===== config.mk =====
export PLATFORM = sky130hd
export DESIGN_NAME = slot_write_holder
export DESIGN_NICKNAME = d
export VERILOG_FILES = /design/src/source/cart_mem_pkg.sv /design/src/source/slot_write_holder.sv
export SDC_FILE = /design/constraint.sdc
export NUM_CORES = 1
export LEC_CHECK = 0
export ABC_CLOCK_PERIOD_IN_PS = 1500
export BUFFER_PORTS_ARGS = -buffer_cell sky130_fd_sc_hd__buf_2
export CAP_MARGIN = 40
export CORE_ASPECT_RATIO = 0.75
export CORE_MARGIN = 3
export CORE_UTILIZATION = 46
export CTS_BUF_LIST = sky130_fd_sc_hd__clkbuf_8
export DETAILED_ROUTE_END_ITERATION = 6
export GPL_TIMING_DRIVEN = 0
export HOLD_SLACK_MARGIN = 0.02
export PLACE_DENSITY = 0.86
export SLEW_MARGIN = 10
export SYNTH_ARGS = -nofsm -noshare
export SYNTH_HDL_FRONTEND = slang
export SYNTH_SLANG_ARGS = --single-unit

===== constraint.sdc =====
create_clock -name clk -period 1.5 [get_ports clk]
set_input_delay 0.3 -clock clk [delete_from_list [all_inputs] [get_ports clk]]
set_output_delay 0.3 -clock clk [all_outputs]
set_load 0.005 [all_outputs]

===== src/source/cart_mem_pkg.sv =====
/* Cartridge memory map, window sizes, slot period and the write request word.
   Shared by the loader, the slot holder and the store. */
package cart_mem_pkg;

  // Console memory address width
  localparam int addr_bits = 22;

  // Region bases, bit 21 picks CHR
  localparam logic [addr_bits-1:0] prg_base = 22'h00_0000;
  localparam logic [addr_bits-1:0] chr_base = 22'h20_0000;

  // Simulation-sized windows
  localparam int prg_window_bytes = 32768;
  localparam int chr_window_bytes = 8192;

  // Memory is granted one slot every four clocks
  localparam int slot_period = 4;

  // One byte write toward cartridge memory
  typedef struct packed {
    logic                 valid;
    logic [addr_bits-1:0] addr;
    logic [7:0]           data;
  } mem_write_t;

endpackage


===== src/source/slot_write_holder.sv =====
/* Holds one write request and issues it on the next memory slot.
   A newer request overwrites one still waiting. */
`timescale 1ns/1ps

module slot_write_holder (
  input  logic                     clk,
  input  logic                     reset_nes,
  input  cart_mem_pkg::mem_write_t load_wr,
  output cart_mem_pkg::mem_write_t store_wr
);

  localparam int phase_bits = $clog2(cart_mem_pkg::slot_period);
  localparam logic [phase_bits-1:0] last_phase = phase_bits'(cart_mem_pkg::slot_period - 1);

  logic [phase_bits-1:0]    phase;
  logic                     slot_last;
  logic                     pending;
  cart_mem_pkg::mem_write_t req;

  assign slot_last = (phase == last_phase);

  // Free-running slot counter
  always_ff @(posedge clk) begin
    if (reset_nes)
      phase <= '0;
    else if (slot_last)
      phase <= '0;
    else
      phase <= phase + 1'b1;
  end

  // New request wins over a release in the same cycle
  always_ff @(posedge clk) begin
    if (reset_nes) begin
      pending <= 1'b0;
    end else begin
      if (slot_last)
        pending <= 1'b0;
      if (load_wr.valid)
        pending <= 1'b1;
    end
  end

  always_ff @(posedge clk) begin
    if (load_wr.valid)
      req <= load_wr;
  end

  assign store_wr.valid = pending && slot_last;
  assign store_wr.addr  = req.addr;
  assign store_wr.data  = req.data;

endmodule

Word level (Yosys, flattened, before mapping)
Index checks and enable logic that the tools add are counted.
{ "classes": {"add_sub_neg": 1, "eq_ne": 1, "n_mux": 2, "n_reduce_logical": 3} }
{ "ops": {"columns": ["cell", "n"], "rows": [
  ["$add A2 B1 Y2 const B", 1],
  ["$eq A2 B2 Y1 const B", 1],
  ["$mux W1", 2],
  ["$reduce_bool A2 Y1", 1],
  ["$reduce_or A2 Y1", 1],
  ["$logic_and A1 B1 Y1", 1]
]} }
{ "word_totals": {"regBits": 33, "inputBits": 33, "out_inout_bits": 31} }

Logic depth before layout (Yosys ltp)
{ "logic_depth": {"depth_word": 3, "ltp_mapped": 3, "depth_no_buf": 3} }

Worst setup path before layout
Ideal clock, no wire load.
{ "synth_path": {"path_kind": "register to output", "from": "register phase[0]", "to": "output port store_wr[30] (netlist name)", "t_arrival_ps": 696, "slack_ps": 504, "path_stages_with_launch": 3, "n_path_buf": 0, "cell_sequence": "dfxtp_1 -> ha_1 -> and2_2"} }
{ "synth_rtl": {"columns": ["element", "line_no", "rtl"], "rows": [
  ["start, declared", "slot_write_holder.sv:15", "logic [phase_bits-1:0] phase;"],
  ["start signal, assigned", "slot_write_holder.sv:29", "phase <= phase + 1'b1;"],
  ["end, declared", "slot_write_holder.sv:9", "output cart_mem_pkg::mem_write_t store_wr"]
]} }

==> impl_metrics.csv <==
group,metric,value,unit
clocking,worst_skew_pair.late_latency,0.26,ns
final_layout,antennaDiodeCount,0,
timing,fin_hold_ws,0.207,ns
detailed_routing,detail_route.first_pass.iterations,4,
pwr,power,1.81,mW
die,start_util,49.4,%
final_layout,ff_latch_area,961,sq um
grt,grt_max_degree,32,
placed_design,portBuffers,63,
synth,synth_seq_cells,33,
worst_setup_path,endpoint_kind,"primary output",
placed_design,dpl-instance-area,1360,sq um
detailed_routing,vias,620,
final_layout,multi_input_area,47.5,sq um
timing,tightest_slew,0.641,ns
die,core_area,2050,sq um
die,die_area,2810,sq um
worst_setup_path,critPathMaxFanout,4,
final_layout,syn_to_final_growth,42.0,%
clocking,postCtsSetupBuffers,0,
synth,ys_async_sr_fraction,0,%
clocking,htree_levels,2,
pwr,ir_drop,0.826,mV
clocking,cts_buffers,5,
timing,setup_tns,0,ns
final_layout,final_util,70.1,%
final_layout,finalNetCount,144,
pwr,p_leak,0.645,nW
timing,hold_viol_final,0,
clocking,cts_resized,0,
timing,fin_crit,1.44,ns
timing,drv_slew,0,
synth,ys_seq_area_share,94.9,%
synth,synthFlopType,"edfxtp_1",
synth,ys_warn_count,0,
synth,syn_inst,40,
grt,antenna_found_initial,0,
timing,post-route-period-util,96.0,%
synth,synth_area_leaders,"edfxtp_1 89%, dfxtp_1 5.9%, ha_1 1.2%",
detailed_routing,drtIter0Drc,15,
grt,track_usage,13.9,%
die,die_w,60.2,um
clocking,clockBufferDepth,2,
timing,rsz0062_at_grt,"false",
timing,fmax,694,MHz
detailed_routing,wl,1.85,mm
die,die_h,46.6,um
clocking,hold_buffers,0,
flow_run,maxCapViolCount,0,
final_layout,n_fill_cell,142,
clocking,cts_tree,"built",
timing,setup_viol,0,
detailed_routing,drcViolationCount,0,
worst_setup_path,crit_arrival,1.14,ns
clocking,path_clk_slew,0.06,ns
synth,mappedNetlistNets,74,
timing,slew_headroom,57.2,%
worst_setup_path,required,1.20,ns
placed_design,gp_congestion,0.610,
placed_design,dp_hpwl,1.44,mm
final_layout,design_area,1440,sq um
synth,yosysMostFrequentCell,"edfxtp_1",
grt,grt-ovfl-total,0,
grt,grt_pass1_wl,2.62,mm
final_layout,drive_gt1_share,63.1,%
die,io_pins,64,
clocking,cts_root_buffer,"clkbuf_8",
outcome,status,"finished, final reports clean",
detailed_routing,vias_per_cell,4.59,
synth,yosysTopAreaCell,"edfxtp_1",
synth,synth_edf_count,30,
detailed_routing,routedWlPerCell,13.7,um
hold_path,holdCritPathClass,"primary input to flop",
detailed_routing,ant_nets,0,
die,fp-row-count,14,
synth,synth_area,1010,sq um
synth,yosys.cell_types.count,9,
synth,synth_commonest_cells,"30 x edfxtp_1, 3 x dfxtp_1",
synth,synth_top_cell_area_share,89.0,%
clocking,clock-sinks,33,
pwr,p_per_area,1260,nW/um^2
timing,finClkSkew,0.0000684,ns
worst_setup_path,startpoint_type,"flop",
grt,first_global_vias,628,
worst_setup_path,path_class,"flop to primary output",
synth,syn_area_per_cell,25.3,sq um
[cell type report]
cell class / count / share of cell area, %
flip-flops and latches: 33 / 66.8
multi-input cells: 6 / 3.31
clock inverters: 3 / 0.783
inverters: 1 / 0.261
clock buffers: 5 / 4.79
well taps: 24 / 2.09
repair buffers: 63 / 21.9
[report_power, final]
group | total (mW) | internal, mW | switching, mW
registers | 1.10 | 1.09 | 0.0173
clock network | 0.567 | 0.308 | 0.259
logic | 0.145 | 0.0786 | 0.0662
total | 1.81 | 1.47 | 0.342
[worst max-delay path, stage by stage (launching register included)]
cell,delay [ns]
dfxtp_1,0.32
ha_1,0.24
and2_2,0.20
buf_2,0.12
[path summary, 6_finish.rpt]
path	slack (ns)	start	depth (start not counted)	endpoint
hold reg to reg	0.43	phase[0]	1	phase[0]
hold / removal	0.21	load_wr[7]	1	store_wr[7]
setup reg to reg	0.59	phase[0]	3	pending
setup / recovery	0.06	phase[0]	3	store_wr[30]
[flip-flops by register name, summed over array words and instances, names as in the netlist]
name	cells
phase	2
pending	1
store_wr	30
[logic make-up after synthesis]
group / share of synthesized area, %
flip-flops: 94.9
AND/OR/NAND/NOR: 2.60
AO/OA/AOI/OAI: 0.865
adder cells (fa/ha/maj): 1.24
buffers and inverters: 0.370
[cells in the final DEF, fill, tap and decap left out, drive strengths merged]
| master | count |
|---|---|
| buf | 63 |
| nand2b | 1 |
| clkbuf | 5 |
| ha | 1 |
| dfxtp | 3 |
| a21oi | 1 |
| nor3b | 1 |
| inv | 4 |
| and2 | 1 |
| nor3 | 1 |
| edfxtp | 30 |
[metal layers]
metal	up-vias	track usage (%)	wire length (um)
met1	278	12.1	550
li1	292	-	-
met3	2	7.84	325
met5	-	0	0
met2	48	25.0	973
met4	0	7.96	5
[metrics by stage]
| stage | instances | worst slack, ns |
|---|---|---|
| floorplan | 40 | 0.504 |
| global placement | 127 | 0.318 |
| detailed placement | 127 | 0.294 |
| CTS | 135 | 0.0404 |
| global route | 135 | 0.00255 |
| finish | 135 | 0.0601 |
Note: power is estimated with default switching activity, not from simulation.
