[src/source/cart_mem_pkg.sv]
/* Cartridge memory map, window sizes, slot period and the write request word.
   Shared by the loader, the slot holder and the store. */
package cart_mem_pkg;

  // Console memory address width
  localparam int addr_bits = 22;

  // Region bases, bit 21 picks CHR
  localparam logic [addr_bits-1:0] prg_base = 22'h00_0000;
  localparam logic [addr_bits-1:0] chr_base = 22'h20_0000;

  // Simulation-sized windows
  localparam int prg_window_bytes = 32768;
  localparam int chr_window_bytes = 8192;

  // Memory is granted one slot every four clocks
  localparam int slot_period = 4;

  // One byte write toward cartridge memory
  typedef struct packed {
    logic                 valid;
    logic [addr_bits-1:0] addr;
    logic [7:0]           data;
  } mem_write_t;

endpackage

[src/source/ines_pkg.sv]
/* iNES header layout, magic word and the decoded mapper flags word.
   Shared by the loader, the top and the testbench. */
package ines_pkg;

  // Fixed header length ahead of the payload
  localparam int header_bytes = 16;

  // "NES" followed by MS-DOS end of file
  localparam logic [7:0] magic_0 = 8'h4E;
  localparam logic [7:0] magic_1 = 8'h45;
  localparam logic [7:0] magic_2 = 8'h53;
  localparam logic [7:0] magic_3 = 8'h1A;

  // Page sizes as shift amounts
  localparam int prg_page_shift = 14; // 16 KiB per PRG page
  localparam int chr_page_shift = 13; // 8 KiB per CHR page

  // Cartridge description handed to the console once loading ends.
  // The size codes are log2 of the page count, rounded up and capped at 7.
  typedef struct packed {
    logic [14:0] reserved;    // Always zero
    logic        four_screen; // Byte 6 bit 3
    logic        chr_ram;     // No CHR pages in the image
    logic        mirroring;   // Byte 6 bit 0, possibly inverted
    logic [2:0]  chr_size;
    logic [2:0]  prg_size;
    logic [7:0]  mapper;      // Upper nibble from byte 7, lower from byte 6
  } mapper_flags_t;

endpackage

[src/source/ines_loader.sv]
/* Parses an iNES byte stream, decodes the mapper flags and turns each payload
   byte into a write request, PRG region first and CHR region after. */
`timescale 1ns/1ps

module ines_loader (
  input  logic                       clk,
  input  logic                       reset_nes,
  input  logic [7:0]                 in_data,
  input  logic                       in_strobe,
  input  logic                       invert_mirroring,
  output cart_mem_pkg::mem_write_t   load_wr,
  output ines_pkg::mapper_flags_t    flags,
  output logic                       done,
  output logic                       error
);

  localparam int aw       = cart_mem_pkg::addr_bits;
  localparam int ctr_bits = $clog2(ines_pkg::header_bytes);
  localparam logic [ctr_bits-1:0] last_hdr = ctr_bits'(ines_pkg::header_bytes - 1);

  typedef enum logic [1:0] {
    st_header,
    st_prg,
    st_chr,
    st_failed
  } state_t;

  state_t                  state;
  logic [ctr_bits-1:0]     ctr;
  logic [7:0]              header [ines_pkg::header_bytes];
  logic [aw-1:0]           bytes_left;
  logic [aw-1:0]           wr_addr;
  logic                    tail_nonzero;
  logic                    is_nes20;
  logic                    is_dirty;
  logic                    image_ok;
  ines_pkg::mapper_flags_t next_flags;

  // Smallest k with pages <= 2**k, saturating at 7
  function automatic logic [2:0] size_code(input logic [7:0] pages);
    logic [2:0] code;
    code = 3'd7;
    for (int k = 6; k >= 0; k--) begin
      if (pages <= (9'd1 << k))
        code = 3'(k);
    end
    return code;
  endfunction

  // Header bytes, written only while parsing
  always_ff @(posedge clk) begin
    if (state == st_header && in_strobe)
      header[ctr] <= in_data;
  end

  // Bytes 8 to 15 should be zero on a clean iNES 1.0 header
  always_comb begin
    tail_nonzero = 1'b0;
    for (int i = 8; i < ines_pkg::header_bytes; i++) begin
      tail_nonzero = tail_nonzero | (header[i] != 8'h00);
    end
  end

  assign is_nes20 = (header[7][3:2] == 2'b10);
  assign is_dirty = !is_nes20 && tail_nonzero;

  // Magic word present and no trainer
  assign image_ok = (header[0] == ines_pkg::magic_0) &&
                    (header[1] == ines_pkg::magic_1) &&
                    (header[2] == ines_pkg::magic_2) &&
                    (header[3] == ines_pkg::magic_3) &&
                    !header[6][2];

  always_comb begin
    next_flags             = '0;
    next_flags.four_screen = header[6][3];
    next_flags.chr_ram     = (header[5] == 8'h00);
    next_flags.mirroring   = header[6][0] ^ invert_mirroring;
    next_flags.chr_size    = size_code(header[5]);
    next_flags.prg_size    = size_code(header[4]);
    next_flags.mapper      = {is_dirty ? 4'h0 : header[7][7:4], header[6][7:4]};
  end

  // Payload bytes pass straight through as requests
  assign load_wr.valid = in_strobe && (bytes_left != '0) &&
                         (state == st_prg || state == st_chr);
  assign load_wr.addr  = wr_addr;
  assign load_wr.data  = in_data;

  always_ff @(posedge clk) begin
    if (reset_nes) begin
      state      <= st_header;
      ctr        <= '0;
      bytes_left <= '0;
      wr_addr    <= cart_mem_pkg::prg_base;
      flags      <= '0;
      done       <= 1'b0;
      error      <= 1'b0;
    end else begin
      case (state)
        st_header: begin
          if (in_strobe) begin
            ctr <= ctr + 1'b1;
            if (ctr == last_hdr) begin
              bytes_left <= aw'(header[4]) << ines_pkg::prg_page_shift;
              if (image_ok) begin
                state <= st_prg;
              end else begin
                state <= st_failed; // Flags stay zero
                done  <= 1'b1;
                error <= 1'b1;
              end
            end
          end
        end
        st_prg: begin
          if (bytes_left != '0) begin
            if (in_strobe) begin
              bytes_left <= bytes_left - 1'b1;
              wr_addr    <= wr_addr + 1'b1;
            end
          end else begin
            state      <= st_chr;
            wr_addr    <= cart_mem_pkg::chr_base;
            bytes_left <= aw'(header[5]) << ines_pkg::chr_page_shift;
          end
        end
        st_chr: begin
          if (bytes_left != '0) begin
            if (in_strobe) begin
              bytes_left <= bytes_left - 1'b1;
              wr_addr    <= wr_addr + 1'b1;
            end
          end else if (!done) begin
            done  <= 1'b1;
            flags <= next_flags;
          end
        end
        default: begin // st_failed, held until reset
          done  <= 1'b1;
          error <= 1'b1;
        end
      endcase
    end
  end

endmodule

[config.mk]
export PLATFORM = sky130hd
export DESIGN_NAME = ines_loader
export DESIGN_NICKNAME = d
export VERILOG_FILES = /design/src/source/cart_mem_pkg.sv /design/src/source/ines_pkg.sv /design/src/source/ines_loader.sv
export SDC_FILE = /design/constraint.sdc
export NUM_CORES = 1
export LEC_CHECK = 0
export BUFFER_PORTS_ARGS = -buffer_cell sky130_fd_sc_hd__buf_2
export CORE_ASPECT_RATIO = 0.7
export CORE_UTILIZATION = 66
export CTS_BUF_LIST = sky130_fd_sc_hd__clkbuf_2 sky130_fd_sc_hd__clkbuf_4 sky130_fd_sc_hd__clkbuf_8
export DETAILED_ROUTE_END_ITERATION = 10
export HOLD_SLACK_MARGIN = 0.15
export PLACE_DENSITY = 0.9
export SLEW_MARGIN = 15
export SYNTH_ARGS = -nofsm -noshare
export SYNTH_HDL_FRONTEND = slang
export SYNTH_SLANG_ARGS = --single-unit
[constraint.sdc]
create_clock -name clk -period 3.9 [get_ports clk]
set_input_delay 0.78 -clock clk [delete_from_list [all_inputs] [get_ports clk]]
set_output_delay 0.78 -clock clk [all_outputs]
set_load 0.01 [all_outputs]
Word level (Yosys, flattened, before mapping) --
Memory sizes are Yosys's and may differ from the RTL's. Cells that the tools add are included. W data, S select, Z words.
Cells by class: equality and inequality tests 14, add/subtract/negate cells 3, reductions and logical operators 33, muxes and demuxes 38, bitwise gates (word level) 12, $lt $le $gt $ge 14
Operators with widths (count):
- $mux W22 | 8
- $pmux W22 S3 | 1
- $reduce_bool A8 Y1 | 8
- $pmux W22 S2 | 1
- $mux W3 | 12
- $eq A8 B7 Y1 const B | 3
- $add A22 B1 Y22 const B | 1
- $reduce_bool A22 Y1 | 1
- $sub A22 B1 Y22 const B | 1
- $le A8 B1 Y1 const B | 2
- $le A8 B2 Y1 const B | 2
- $le A8 B3 Y1 const B | 2
- $le A8 B4 Y1 const B | 2
- $le A8 B5 Y1 const B | 2
- $le A8 B6 Y1 const B | 2
- $le A8 B7 Y1 const B | 2
- $reduce_and A4 Y1 | 3
- $ne A2 B2 Y1 const B | 5
- $eq A8 B5 Y1 const B | 1
- $logic_and A1 B1 Y1 | 8
- $logic_not A8 Y1 | 1
- $mux W1 | 8
- $mux W2 | 4
- $or A1 B1 Y1 | 7
- other kinds (20) | 27
Storage, ports and cells: RAM bits 128, word-level logic and storage cells 127, memories kept 1, output and inout port bits 65, input port bits 12, flip-flop bits (word level) 69
Memories:
- header | words 16, bits a word 8, read ports 16, clocked after Yosys merged registers in 0, wr ports 1, RTL line ines_loader.sv:30 | logic [7:0] header [ines_pkg::header_bytes];

Logic depth before layout (Yosys ltp) --
An unclocked memory read counts as a cell.
word-level depth 11, gate-level depth with buffers 10, depth with buffers taken out 8

Least setup slack after synthesis --
No wires, ideal clock.
path type reg2out, start reg bytes_left[12], end out load_wr[30] in the netlist's numbering, arrival time 2.016 ns, stages on the path, launching flop included 7, data required time 3.120 ns, path buffers 2, setup slack 1.104 ns, cells stage by stage dfxtp_1 > or4_1 > or2_2 > clkbuf_2 > or3_1 > buf_2 > and3_1
RTL lines:
- from (decl) | RTL line ines_loader.sv:31 | logic [aw-1:0] bytes_left;
- from (signal assigned) | RTL line ines_loader.sv:105 | bytes_left <= aw'(header[4]) << ines_pkg::prg_page_shift;
- from (signal assigned) | RTL line ines_loader.sv:119 | bytes_left <= bytes_left - 1'b1;
- from (signal assigned) | RTL line ines_loader.sv:125 | bytes_left <= aw'(header[5]) << ines_pkg::chr_page_shift;
- to (decl) | RTL line ines_loader.sv:11 | output cart_mem_pkg::mem_write_t load_wr,

==> results_tabular.tex <==
\begin{tabular}{lr}
\hline
Metric & Value \\
\hline
\multicolumn{2}{l}{\textbf{Outcome}} \\
\quad Status & completed \\
\multicolumn{2}{l}{\textbf{Clocking}} \\
\quad CTS Hold Bufs & 0 \\
\quad Worst-skew pair later-pin latency & between 0.4 and 0.5 ns \\
\quad Clock tree root buffer cell & sky130\_fd\_sc\_hd\_\_clkbuf\_8 \\
\quad Number of buffers created by CTS & 17 \\
\quad Buffer levels on the longest clock path & 2 \\
\quad Post-CTS clock slew at the launch and capture registers of the worst setup and hold paths & $\sim$0.090 ns \\
\quad CTS tree & done \\
\quad Resized cells post-CTS & 0 \\
\quad Setup fix buffers added after clock tree synthesis & 0 \\
\quad Number of sinks handled by clock tree synthesis & 194 \\
\quad CTS H-tree lvls & 4 \\
\multicolumn{2}{l}{\textbf{Synth}} \\
\quad Instance count of the mapped netlist & 669 \\
\quad Number of flops mapped to enable cells by yosys & approximately 130 \\
\quad Dominant register cell in the synthesized netlist & sky130\_fd\_sc\_hd\_\_edfxtp\_1 \\
\quad Ys async rst share & 0\% \\
\quad Seq/Total Area, Yosys & around 64\% \\
\quad Average size of a mapped cell & 12.0 um\^{}2 \\
\quad Leading post-synthesis cells by cell area & sky130\_fd\_sc\_hd\_\_edfxtp\_1 47\%, sky130\_fd\_sc\_hd\_\_dfxtp\_1 17\%, sky130\_fd\_sc\_hd\_\_nor2\_1 3.6\% \\
\quad Area share of the largest cell type after synthesis & a little under half \\
\quad Count of distinct cell types in the synthesized netlist & around 70 \\
\quad Post-synthesis register bit count & slightly below 200 \\
\quad Cell Area, Synth & approximately 8000 um\^{}2 \\
\quad Area leader, netlist & sky130\_fd\_sc\_hd\_\_edfxtp\_1 \\
\quad Number of synthesis warnings & 0 \\
\multicolumn{2}{l}{\textbf{Layout}} \\
\quad Filler Cell Count & around 730 \\
\quad Most common library cell in the layout ignoring fill and taps & sky130\_fd\_sc\_hd\_\_edfxtp\_1 \\
\quad Core utilization of the finished layout & 74.3\% \\
\quad Ant diodes & 0 \\
\quad Number of nets in the layout & 745 \\
\quad Area of all placed cells without fillers & roughly 8700 um\^{}2 \\
\quad Fraction of final layout cells with drive strength greater than 1 & around 16\% \\
\quad Non-Filler Instances & 894 \\
\quad Growth of design area from synthesis to finish & 9.04\% \\
\quad Commonest cells after routing, fill and taps aside & 125 x sky130\_fd\_sc\_hd\_\_edfxtp\_1, 77 x sky130\_fd\_sc\_hd\_\_nor2\_1, 69 x sky130\_fd\_sc\_hd\_\_dfxtp\_1 \\
\multicolumn{2}{l}{\textbf{Worst setup path}} \\
\quad CP Launch Point & bytes\_left[17]\$\_SDFFE\_PP0P\_ \\
\quad CP cell instances & or4\_4, or2\_2, or3\_1, and3\_1, buf\_2 \\
\quad Type of the setup path with the least slack & reg -> out \\
\quad Critical R2R Launch & bytes\_left[17]\$\_SDFFE\_PP0P\_ \\
\quad Top fanout value on the critical path & 10 \\
\quad Highest-delay cell along the critical path & sky130\_fd\_sc\_hd\_\_or4\_4 \\
\quad Slowest cell delay on critical path & around 0.58 ns \\
\quad Data required time at the worst endpoint & $\sim$3.1 ns \\
\quad Crit. End Element & output port \\
\quad Nature of the critical path startpoint & register \\
\quad Data arrival time at the worst-slack endpoint & around 2.8 ns \\
\multicolumn{2}{l}{\textbf{Pwr}} \\
\quad Worst VDD drop & 255 uV \\
\quad P\_leak & $\sim$3.1 nW \\
\quad Power Total & about 4 mW \\
\quad Power per unit of standard cell area & approximately 450 nW/um\^{}2 \\
\multicolumn{2}{l}{\textbf{STA}} \\
\quad Share of the cycle needed by the critical path after routing & 90.5\% \\
\quad Minimum clock period after layout & between 3 and 4 ns \\
\quad Post-layout worst setup margin & between 0.3 and 0.4 ns \\
\quad Worst hold slack & approximately 0.46 ns \\
\quad Fin. Hold Viols & 0 \\
\quad Final setup violating endpoints & 0 \\
\quad Least-Margin Pin Slew & approximately 1.1 ns \\
\quad Setup TNS & 0 ns \\
\quad Clock tree skew after final layout & 0.0114 ns \\
\quad Relative slew slack & approximately 28\% \\
\quad Unrepaired setup endpoints after global routing & no \\
\quad Highest achievable clock rate & 0.283 GHz \\
\quad Total count of max-transition violations in the final report & 0 \\
\multicolumn{2}{l}{\textbf{Job}} \\
\quad Max-cap violations & 0 \\
\multicolumn{2}{l}{\textbf{Route}} \\
\quad Post-DR wirelength/cell & 20.0 um \\
\quad Residual DRC & 0 \\
\quad Average via count per standard cell & 6.45 \\
\quad Initial DRC count & around 710 \\
\quad Final WL & around 18 mm \\
\quad Count of vias placed by the detailed router & just under 6000 \\
\quad First-pass detailed-route iteration total & 6 \\
\quad Post-DRT Antenna Nets & 0 \\
\multicolumn{2}{l}{\textbf{Placed design}} \\
\quad Placed Instance Area & 8340 um\^{}2 \\
\quad PortBufs & between 60 and 70 \\
\quad Placed cells & between 800 and 900 \\
\quad Post-Place Worst Slack & between 0.8 and 0.9 ns \\
\quad Detailed placement HPWL & 11.5 mm \\
\quad Final weighted congestion in routability-driven placement & roughly 0.89 \\
\multicolumn{2}{l}{\textbf{Floorplanning}} \\
\quad Vertical extent of the die & approximately 94 um \\
\quad Die area & approximately 13000 um\^{}2 \\
\quad Floorplan die width & about 130 um \\
\quad Cell Rows & 33 \\
\quad Total I/O pin count & 77 \\
\quad Core outline area & 11800 um\^{}2 \\
\quad Effective utilization at floorplan & slightly below 70\% \\
\multicolumn{2}{l}{\textbf{Min path}} \\
\quad Min-Delay Path Class & reg -> reg \\
\quad Launch instance of the worst min-delay path & error\$\_SDFFE\_PP0P\_ \\
\multicolumn{2}{l}{\textbf{Global route}} \\
\quad Number of antenna violations at the first check in global routing & 0 \\
\quad First-pass GRT wire length & $\sim$28 mm \\
\quad Maximum number of pins on one net before global-route repair & 36 \\
\quad Via count of the first global-routing pass & around 5500 \\
\quad Residual overflow from global routing & 0 \\
\quad Tot GR Track Use & between 20\% and 30\% \\
\hline
\end{tabular}
==> path summary, 6_finish.rpt <==
| check | to | slack (ns) | depth (start not counted) |
|---|---|---|---|
| worst max-delay path | load_wr[30] | 0.37 | 5 |
| worst min-delay path | error$_SDFFE_PP0P_ | 0.46 | 2 |
| worst max register to register | flags[15]$_SDFFE_PP0P_ | 1.00 | 6 |
| worst min register to register | error$_SDFFE_PP0P_ | 0.46 | 2 |
==> metal layers <==
layer / track usage, % / vias to the layer above / wire length (um)
met5: 0 / - / 0
met4: 15.1 / 0 / 426
met3: 6.80 / 45 / 1630
met2: 46.5 / 361 / 8600
met1: 39.5 / 2795 / 7220
li1: - / 2561 / -
==> critical path, delay by kind of cell, from the launching register on <==
family | cells | cell delay (ns)
flops | 1 | 0.39
simple gates | 4 | 1.78
buf+inv | 1 | 0.13
==> synthesized netlist by cell type, types with 5 or more instances <==
cell and count:
sky130_fd_sc_hd__nand2_1 43, sky130_fd_sc_hd__inv_1 16, sky130_fd_sc_hd__nand3b_1 7, sky130_fd_sc_hd__buf_4 24, sky130_fd_sc_hd__a21oi_1 25, sky130_fd_sc_hd__nor2_1 77, sky130_fd_sc_hd__nand4_1 17, sky130_fd_sc_hd__edfxtp_1 125
sky130_fd_sc_hd__nand3_1 15, sky130_fd_sc_hd__clkbuf_1 13, sky130_fd_sc_hd__nor3_1 33, sky130_fd_sc_hd__xnor2_1 18, sky130_fd_sc_hd__mux2i_1 7, sky130_fd_sc_hd__dfxtp_1 69, sky130_fd_sc_hd__buf_2 5, sky130_fd_sc_hd__o21ai_0 18
sky130_fd_sc_hd__nand2b_1 5, sky130_fd_sc_hd__or3_1 10, sky130_fd_sc_hd__nor4_1 26, sky130_fd_sc_hd__a22oi_1 10, sky130_fd_sc_hd__xor2_1 13, sky130_fd_sc_hd__ha_1 9
==> registers in the layout (all words and copies together) (netlist names) <==
signal      flops
done            1
ctr             4
error           1
header        125
bytes_left     22
state           2
wr_addr        22
flags          17
==> report_power, final <==
part | internal [mW] | switching, mW
Sequential | 2.23 | 0.0312
Combinational | 0.115 | 0.262
Clock | 0.625 | 0.679
==> final cells by class <==
class	instances	area (um^2)	share of cell area, %
Clock buffer	21	277	3.16
Clock inverter	11	126	1.45
Inverter	17	63.8	0.730
Multi-Input combinational cell	426	2580	29.6
Sequential cell	194	5130	58.7
Tap cell	157	196	2.25
Timing Repair Buffer	68	358	4.09
==> cells by family after synthesis <==
kind of cell / after synthesis / share of synthesized area (%)
adders and majority gates: 9 / 1.40
DFF: 194 / 64.1
xor gates and xnor gates: 31 / 3.39
and+or+nand+nor: 269 / 17.4
AOI/OAI and AO/OA: 92 / 8.07
other: 1 / 0.0468
muxes: 10 / 1.30
buffers and inverters: 63 / 4.35
Power figures use the tool's default switching activity.
